**src/oadc_pkg.sv**
```systemverilog
package oadc_pkg;

   // bus and datapath widths
   typedef logic [7:0]  reg_addr_t;
   typedef logic [7:0]  reg_data_t;
   typedef logic [11:0] sample_t;
   typedef logic [7:0]  gain_t;     // pwm increment per cycle
   typedef logic [1:0]  led_sel_t;

   // single-shot adc level trigger
   typedef enum logic {
      trig_idle,   // waiting for next arm edge
      trig_watch   // comparing samples against level
   } trig_state_t;

   // register map
   localparam reg_addr_t addr_gain          = 8'd0;
   localparam reg_addr_t addr_led_select    = 8'd1;
   localparam reg_addr_t addr_trig_level_lo = 8'd2;
   localparam reg_addr_t addr_trig_level_hi = 8'd3; // only bits 3:0 stored
   localparam reg_addr_t addr_source        = 8'd4; // bit 0 selects adc input
   localparam reg_addr_t addr_status        = 8'd5; // read only

   // heartbeat counter width on hardware
   localparam int hb_width_default = 26;

endpackage
```
**src/cfg_if.sv**
```systemverilog
`timescale 1ns/1ps

interface cfg_if;
   import oadc_pkg::*;

   gain_t    gain;
   led_sel_t led_select;
   sample_t  trig_level;      // bit 11 picks greater-than
   logic     use_adc;         // else test counter
   logic     armed_and_ready;

   modport regs (
      output gain,
      output led_select,
      output trig_level,
      output use_adc
   );

   modport panel (
      input gain,
      input led_select
   );

   modport trigger (
      input trig_level,
      input use_adc,
      input armed_and_ready
   );

endinterface

```
**src/oadc_top.sv**
```systemverilog
`timescale 1ns/1ps

module oadc_top #(
   parameter int hb_width = oadc_pkg::hb_width_default  // 8 to 32
) (
   input  logic                clk_usb,
   input  logic                reset,

   // register port
   input  oadc_pkg::reg_addr_t reg_address_i,
   input  oadc_pkg::reg_data_t reg_datai_i,
   input  logic                reg_read_i,
   input  logic                reg_write_i,
   output oadc_pkg::reg_data_t reg_datao_o,

   // adc and capture status
   input  oadc_pkg::sample_t   adc_data_i,
   input  logic                armed_i,
   input  logic                capture_active_i,
   input  logic                armed_and_ready_i,
   input  logic                dut_trigger_i,
   input  logic                pll_status_i,

   // front panel
   output logic                led_armed_o,
   output logic                led_capture_o,
   output logic                freq_measure_o,
   output logic                amp_gain_o,

   output oadc_pkg::sample_t   adc_sample_o,
   output logic                trigger_adc_o
);

   cfg_if cfg_bus ();

   assign cfg_bus.armed_and_ready = armed_and_ready_i;

   oadc_registers registers_inst (
      .clk_usb          (clk_usb),
      .reset            (reset),
      .reg_address_i    (reg_address_i),
      .reg_datai_i      (reg_datai_i),
      .reg_read_i       (reg_read_i),
      .reg_write_i      (reg_write_i),
      .reg_datao_o      (reg_datao_o),
      .armed_i          (armed_i),
      .capture_active_i (capture_active_i),
      .dut_trigger_i    (dut_trigger_i),
      .pll_status_i     (pll_status_i),
      .cfg              (cfg_bus.regs)
   );

   panel_control #(
      .hb_width         (hb_width)
   ) panel_inst (
      .clk_usb          (clk_usb),
      .reset            (reset),
      .armed_i          (armed_i),
      .capture_active_i (capture_active_i),
      .led_armed_o      (led_armed_o),
      .led_capture_o    (led_capture_o),
      .freq_measure_o   (freq_measure_o),
      .amp_gain_o       (amp_gain_o),
      .cfg              (cfg_bus.panel)
   );

   adc_level_trigger trigger_inst (
      .clk_usb          (clk_usb),
      .reset            (reset),
      .adc_data_i       (adc_data_i),
      .adc_sample_o     (adc_sample_o),
      .trigger_adc_o    (trigger_adc_o),
      .cfg              (cfg_bus.trigger)
   );

endmodule

```
**src/adc_level_trigger.sv**
```systemverilog
`timescale 1ns/1ps

module adc_level_trigger (
   input  logic              clk_usb,
   input  logic              reset,

   input  oadc_pkg::sample_t adc_data_i,
   output oadc_pkg::sample_t adc_sample_o,
   output logic              trigger_adc_o,

   cfg_if.trigger            cfg
);
   import oadc_pkg::*;

   sample_t     test_count;
   sample_t     sample_pre;
   logic        arm_r;
   logic        arm_edge;
   logic        level_hit;
   trig_state_t state;

   always_ff @(posedge clk_usb) begin
      if (reset)
         test_count <= '0;
      else
         test_count <= test_count + sample_t'(1);
   end

   // two register delay matches the capture path
   always_ff @(posedge clk_usb) begin
      sample_pre   <= cfg.use_adc ? adc_data_i : test_count;
      adc_sample_o <= sample_pre;
   end

   assign arm_edge = cfg.armed_and_ready & ~arm_r;

   // level bit 11 set means fire above the level
   assign level_hit = cfg.trig_level[11] ? (adc_sample_o > cfg.trig_level)
                                         : (adc_sample_o < cfg.trig_level);

   always_ff @(posedge clk_usb) begin
      if (reset) begin
         state         <= trig_idle;
         arm_r         <= 1'b0;
         trigger_adc_o <= 1'b0;
      end
      else begin
         arm_r <= cfg.armed_and_ready;
         case (state)
            trig_idle: begin
               trigger_adc_o <= 1'b0;
               if (arm_edge)
                  state <= trig_watch;
            end
            trig_watch: begin
               // hold off the compare once the pulse is out
               trigger_adc_o <= level_hit & ~trigger_adc_o;
               if (trigger_adc_o)
                  state <= trig_idle;
            end
            default: begin
               trigger_adc_o <= 1'b0;
               state         <= trig_idle;
            end
         endcase
      end
   end

   trig_one_cycle: assert property (
      @(posedge clk_usb) disable iff (reset)
      trigger_adc_o |=> !trigger_adc_o
   ) else $error("trigger_adc_o wider than one cycle");

   trig_only_watching: assert property (
      @(posedge clk_usb) disable iff (reset)
      trigger_adc_o |-> state == trig_watch
   ) else $error("trigger_adc_o fired while idle");

endmodule

```
**src/panel_control.sv**
```systemverilog
`timescale 1ns/1ps

module panel_control #(
   parameter int hb_width = oadc_pkg::hb_width_default
) (
   input  logic  clk_usb,
   input  logic  reset,

   input  logic  armed_i,
   input  logic  capture_active_i,

   output logic  led_armed_o,
   output logic  led_capture_o,
   output logic  freq_measure_o,
   output logic  amp_gain_o,

   cfg_if.panel  cfg
);

   logic [hb_width-1:0] timer_hb;
   logic                hb_tap_r;     // delayed strobe tap for edge detect
   logic [8:0]          pwm_acc;

   // free running heartbeat, strobe on rising edge of tap bit
   always_ff @(posedge clk_usb) begin
      if (reset) begin
         timer_hb       <= '0;
         hb_tap_r       <= 1'b0;
         freq_measure_o <= 1'b0;
      end
      else begin
         timer_hb       <= timer_hb + hb_width'(1);
         hb_tap_r       <= timer_hb[hb_width-4];
         freq_measure_o <= timer_hb[hb_width-4] & ~hb_tap_r;
      end
   end

   // modes 10 and 11 fall back to status display
   always_comb begin
      if (cfg.led_select == 2'b01) begin
         led_armed_o   = timer_hb[hb_width-2];
         led_capture_o = timer_hb[hb_width-3];
      end
      else begin
         led_armed_o   = armed_i;
         led_capture_o = capture_active_i;
      end
   end

   // first order sigma-delta, carry out drives the gain pin
   always_ff @(posedge clk_usb) begin
      if (reset)
         pwm_acc <= '0;
      else
         pwm_acc <= {1'b0, pwm_acc[7:0]} + {1'b0, cfg.gain};
   end

   assign amp_gain_o = pwm_acc[8];

   strobe_single_cycle: assert property (
      @(posedge clk_usb) disable iff (reset)
      freq_measure_o |=> !freq_measure_o
   ) else $error("freq_measure_o high for more than one cycle");

endmodule

```
**src/oadc_registers.sv**
```systemverilog
`timescale 1ns/1ps

module oadc_registers (
   input  logic                clk_usb,
   input  logic                reset,

   input  oadc_pkg::reg_addr_t reg_address_i,
   input  oadc_pkg::reg_data_t reg_datai_i,
   input  logic                reg_read_i,
   input  logic                reg_write_i,
   output oadc_pkg::reg_data_t reg_datao_o,

   input  logic                armed_i,
   input  logic                capture_active_i,
   input  logic                dut_trigger_i,
   input  logic                pll_status_i,

   cfg_if.regs                 cfg
);
   import oadc_pkg::*;

   gain_t     gain_q;
   led_sel_t  led_select_q;
   sample_t   trig_level_q;
   logic      use_adc_q;
   reg_data_t status_byte;
   reg_data_t read_data;

   always_ff @(posedge clk_usb) begin
      if (reset) begin
         gain_q       <= '0;
         led_select_q <= '0;
         trig_level_q <= '0;
         use_adc_q    <= 1'b0;
      end
      else if (reg_write_i) begin
         case (reg_address_i)
            addr_gain:          gain_q             <= reg_datai_i;
            addr_led_select:    led_select_q       <= reg_datai_i[1:0];
            addr_trig_level_lo: trig_level_q[7:0]  <= reg_datai_i;
            addr_trig_level_hi: trig_level_q[11:8] <= reg_datai_i[3:0];
            addr_source:        use_adc_q          <= reg_datai_i[0];
            default: ;                               // status and unmapped
         endcase
      end
   end

   assign cfg.gain       = gain_q;
   assign cfg.led_select = led_select_q;
   assign cfg.trig_level = trig_level_q;
   assign cfg.use_adc    = use_adc_q;

   // armed, not capturing, dut trigger, pll lock
   assign status_byte = {3'b000, pll_status_i, 1'b0, dut_trigger_i,
                         ~capture_active_i, armed_i};

   always_comb begin
      case (reg_address_i)
         addr_gain:          read_data = gain_q;
         addr_led_select:    read_data = {6'b0, led_select_q};
         addr_trig_level_lo: read_data = trig_level_q[7:0];
         addr_trig_level_hi: read_data = {4'b0, trig_level_q[11:8]};
         addr_source:        read_data = {7'b0, use_adc_q};
         addr_status:        read_data = status_byte;
         default:            read_data = '0;
      endcase
   end

   // read data holds until the next read strobe
   always_ff @(posedge clk_usb) begin
      if (reset)
         reg_datao_o <= '0;
      else if (reg_read_i)
         reg_datao_o <= read_data;
   end

   // host never overlaps a read with a write
   rd_wr_exclusive: assert property (
      @(posedge clk_usb) disable iff (reset)
      !(reg_read_i && reg_write_i)
   ) else $error("register read and write strobes high together");

endmodule

```
**config.mk**
```make
export PLATFORM = sky130hd
export DESIGN_NAME = oadc_top
export DESIGN_NICKNAME = d
export VERILOG_FILES = /design/src/oadc_pkg.sv /design/src/cfg_if.sv /design/src/oadc_top.sv /design/src/adc_level_trigger.sv /design/src/panel_control.sv /design/src/oadc_registers.sv
export SDC_FILE = /design/constraint.sdc
export NUM_CORES = 1
export LEC_CHECK = 0
export ABC_CLOCK_PERIOD_IN_PS = 2300
export BUFFER_PORTS_ARGS = -buffer_cell sky130_fd_sc_hd__clkbuf_2
export CAP_MARGIN = 20
export CORE_MARGIN = 8
export CORE_UTILIZATION = 57
export DETAILED_ROUTE_END_ITERATION = 10
export PLACE_DENSITY = 0.79
export SETUP_SLACK_MARGIN = 0.15
export SLEW_MARGIN = 25
export SYNTH_ARGS = -nofsm -noshare
export SYNTH_HDL_FRONTEND = slang
export SYNTH_SLANG_ARGS = --single-unit
```
**constraint.sdc**
```tcl
create_clock -name clk_usb -period 2.3 [get_ports clk_usb]
set_input_delay 0.115 -clock clk_usb [delete_from_list [all_inputs] [get_ports clk_usb]]
set_output_delay 0.115 -clock clk_usb [all_outputs]
set_load 0.01 [all_outputs]
```
==> results.md <==
Route:
- After detailed routing, the number of remaining DRC violations is 0.
- The aggregate routed wire length is 9.84 mm.
- In the routed layout, each cell is associated on average with a via count of roughly 5.4.
- In this run, the number of DRC markers left after iteration 0 of detailed routing was around 170.
- The count of nets left with antenna violations once routing finished came out at 0.
- The final route contains 3578 vias.
- The length of the first detailed-routing pass in iterations is 4.
- The mean routed wirelength per cell is 14.9 µm.

Run status:
- The run finished with clean final reports.

Global routing:
- The first global-routing pass estimated 16.7 mm of wire.
- The largest net degree at the start of global routing is 43.
- The initial antenna violation count is 0.
- The overall routing resource usage is 18.1%.
- The number of global-route vias before repair came to 3552.
- Global routing finished with a remaining overflow of 0.

Worst setup path:
- Data arrives at the worst endpoint at 2260 ps.
- The worst register-to-register path begins at registers_inst.cfg.gain[0]$_SDFFE_PP0P_.
- The critical path startpoint category is a flip-flop.
- The combined buffer and inverter count along the critical path is 1.
- Among all stages on the critical path, the largest delay is contributed by fa_1.
- On the worst path, the slowest cell contributes a delay of 390 ps.
- The slack of the worst reg-to-reg path is 310 ps.
- By startpoint and endpoint, the worst setup path is classified as reg -> reg.
- The worst register-to-register path ends at panel_inst.pwm_acc[6]$_SDFF_PP0_.
- STA classifies the critical path endpoint as a flip-flop.
- Of all nets on the critical path, the largest fanout is 4.
- The critical path goes through ha_1 -> inv_1 -> fa_1 -> nor2b_1 -> o21ai_1 -> a21boi_2 -> o21ai_0 -> a221oi_1.
- The critical path required time is 2570 ps.
- Measured in cells, the most critical reg-to-reg path has a length of 8.
- The cell family contributing the most delay on the critical path is compound AO/OA/AOI/OAI gates.

Clock tree:
- The later-pin clock latency in the skew report is 370 ps.
- The clock slew seen by the registers of the worst setup and hold paths is ~110 ps.
- The total clock buffers created by CTS is 9.
- For this design, the sink count on the clock tree is 106.
- The H-tree generated during clock tree synthesis spans 3 levels.
- The root buffer cell chosen for the clock tree is clkbuf_8.
- TritonCTS built the clock tree.
- The clock passes through at most 2 buffers.
- Post-CTS timing repair inserted 0 buffers for setup.

Floorplan:
- The number of cell rows is 32.
- The area of the core region is 7770 µm².
- The die footprint is 11200 µm².
- The die is 106 µm tall.
- The die is 106 µm wide.
- The number of top-level pins is 62.
- The initial utilization of the core area, before any placement, comes to 59.1%.

Layout:
- The layout net count is 615.
- Of the cells placed in the final design, the portion with a size suffix greater than 1 is 20.0%.
- The area growth from synthesis to final layout is 16.1%.
- The antenna diode count is 0.

Synth:
- The average instance in the mapped netlist occupies 9.53 µm².
- The async set-or-reset flop fraction in the synthesized netlist is 0%.
- Counting every net in the synthesized netlist gives 542.
- By area the synthesized netlist is led by dfxtp_1 (46%), ha_1 (6.0%), nor2_1 (5.4%).
- The synthesized design contains around 110 register bits.
- The number of flops mapped to enable cells by yosys is 0.
- The share of the synthesized area in the top cell type is between 40% and 50%.
- The total number of yosys warnings is 0.
- In this run the cell area of the synthesized design comes to 4590 µm².
- Synthesis handed over a netlist of ~480 instances.
- The share of the yosys chip area belonging to registers is 46.2%.
- dfxtp_1 takes more of the synthesized area than any other cell.
- The number of library cell types mapped by synthesis is 50.
- The commonest cells after synthesis are dfxtp_1 (106), nor2_1 (66), nand3_1 (32).
- The most common cell in the synthesized netlist is dfxtp_1.
- Among all flip-flop cells after synthesis, the most frequent one is dfxtp_1.

Place:
- The count of input and output buffers is between 60 and 70.
- The final estimated routing congestion in global placement is about 0.86.
- Detailed placement finished with a half-perimeter wire length of 7.13 mm.

STA:
- Setup repair after global routing left no endpoint under its margin.
- Setup violations remaining at the end of the flow were counted as 0.
- At the pin with the least slew margin, the transition time is 863 ps.
- The final count of pins violating max slew is 0.
- The count of final hold-check violations is 0.
- Counting I/O delays and the setup requirement, the final critical path takes 1990 ps.
- The post-route fraction of the period consumed by the critical path is 86.6%.
- The worst clock skew on the final layout is 14.8 ps.
- Timing would allow up to 502 MHz.
- The setup total negative slack is 0 ps.
- The worst-case headroom to the max-slew limit is 42.5%.

Hold path:
- The class of the tightest hold or removal check is in -> reg.
- The cell count of the worst hold path is 3.
- The startpoint identified for the worst hold timing path is reg_datai_i[4].
- The path with the worst hold slack has its endpoint at registers_inst.cfg.gain[4]$_SDFFE_PP0P_.

Pwr:
- The overall power consumption is 3.18 mW.
- Summed over all cells, the static leakage comes to about 2.3 nW.
- The power per unit of standard cell area is 596 nW/µm².
- The maximum resistive drop on vdd is 407 µV.

Flow run:
- Across the run, the number of max-cap violations was 0.
==> layout by cell type, fill, tap and decap left out, types with 9 or more instances in the layout <==
master,n
ha_1,22
clkbuf_2,61
nand2_1,31
nor2_1,66
nor2b_1,16
mux2i_1,20
dfxtp_1,106
xnor2_1,15
mux2_2,22
xor2_1,17
nand3_1,32
dlygate4sd3_1,16
inv_1,20
a21oi_1,25
clkbuf_8,9
==> final cells by class <==
class | instances | area [µm²]
multi-input cells | 336 | 2310
clock buffers | 9 | 124
clock inverters | 7 | 70.1
repair buffers | 82 | 503
well taps | 102 | 128
inverters | 20 | 75.1
fillers | 613 | 2440
flip-flops and latches | 106 | 2120
==> metrics by stage <==
stage	hold WS, ps	std cells	cell area (µm²)	setup WS [ps]	util (%)
floorplan	243	482	4590	454	-
global placement	310	630	4970	356	64.0
detailed placement	312	630	4970	211	64.0
CTS	3.69	662	5330	161	68.6
global route	20.8	662	5330	166	68.6
finish	21.3	662	5330	309	68.6
==> logic make-up (layout without fill, tap and decap cells) <==
| family | after synthesis | in the layout | share of synthesized area, % |
|---|---|---|---|
| AND/OR/NAND/NOR | 185 | 185 | 20.5 |
| AO/OA/AOI/OAI | 54 | 54 | 7.41 |
| buffers and inverters | 40 | 118 | 3.60 |
| multiplexers | 42 | 42 | 9.75 |
| flip-flops | 106 | 106 | 46.2 |
| adder cells (fa/ha/maj) | 23 | 23 | 6.43 |
| XOR/XNOR | 32 | 32 | 6.10 |
==> metal layers <==
layer / track usage (%) / wire [µm]
met1: 20.6 / 4220
met2: 30.5 / 4840
met3: 4.93 / 526
met4: 8.84 / 251
met5: 0 / 0
==> power by group <==
part	total [mW]	internal, mW	switching (mW)	leakage, nW
Combinational	0.183	0.0866	0.0966	1.32
Sequential	1.87	1.86	0.0163	0.857
Clock	1.12	0.430	0.693	0.0977
Total	3.18	2.37	0.806	2.27
==> registers in the layout (all words and copies together) (netlist names), 2 cells and up <==
name                           flops
panel_inst.pwm_acc                 9
panel_inst.timer_hb               25
registers_inst.cfg.gain            8
registers_inst.cfg.led_select      2
registers_inst.cfg.trig_level     12
registers_inst.reg_datao_o         8
trigger_inst.adc_sample_o         12
trigger_inst.sample_pre           12
trigger_inst.test_count           12
==> timing repair <==
item / in CTS / in global routing
resized for setup: 0 / 2
hold buffers: 16 / 0
hold endpoints to repair: 18 / 0
endpoints found under the setup margin: 0 / 1
==> worst min-delay path: cells and delay by family <==
family / cells / cell delay (ps)
buffers and inverters: 1 / 100
AND/OR/NAND/NOR: 1 / 70
AO/OA/AOI/OAI: 1 / 60
==> worst max-delay path by stage <==
stage                                            start                                to  depth (start not counted)
2_1_floorplan  registers_inst.cfg.gain[0]$_SDFFE_PP0P_  panel_inst.pwm_acc[6]$_SDFF_PP0_                          8
3_3_place_gp   registers_inst.cfg.gain[0]$_SDFFE_PP0P_  panel_inst.pwm_acc[6]$_SDFF_PP0_                          8
3_5_place_dp   registers_inst.cfg.gain[0]$_SDFFE_PP0P_  panel_inst.pwm_acc[6]$_SDFF_PP0_                          8
4_1_cts        registers_inst.cfg.gain[0]$_SDFFE_PP0P_  panel_inst.pwm_acc[6]$_SDFF_PP0_                          8
5_1_grt        registers_inst.cfg.gain[0]$_SDFFE_PP0P_  panel_inst.pwm_acc[6]$_SDFF_PP0_                          8
6_report       registers_inst.cfg.gain[0]$_SDFFE_PP0P_  panel_inst.pwm_acc[6]$_SDFF_PP0_                          8
Note: power is estimated with default switching activity, not from simulation.
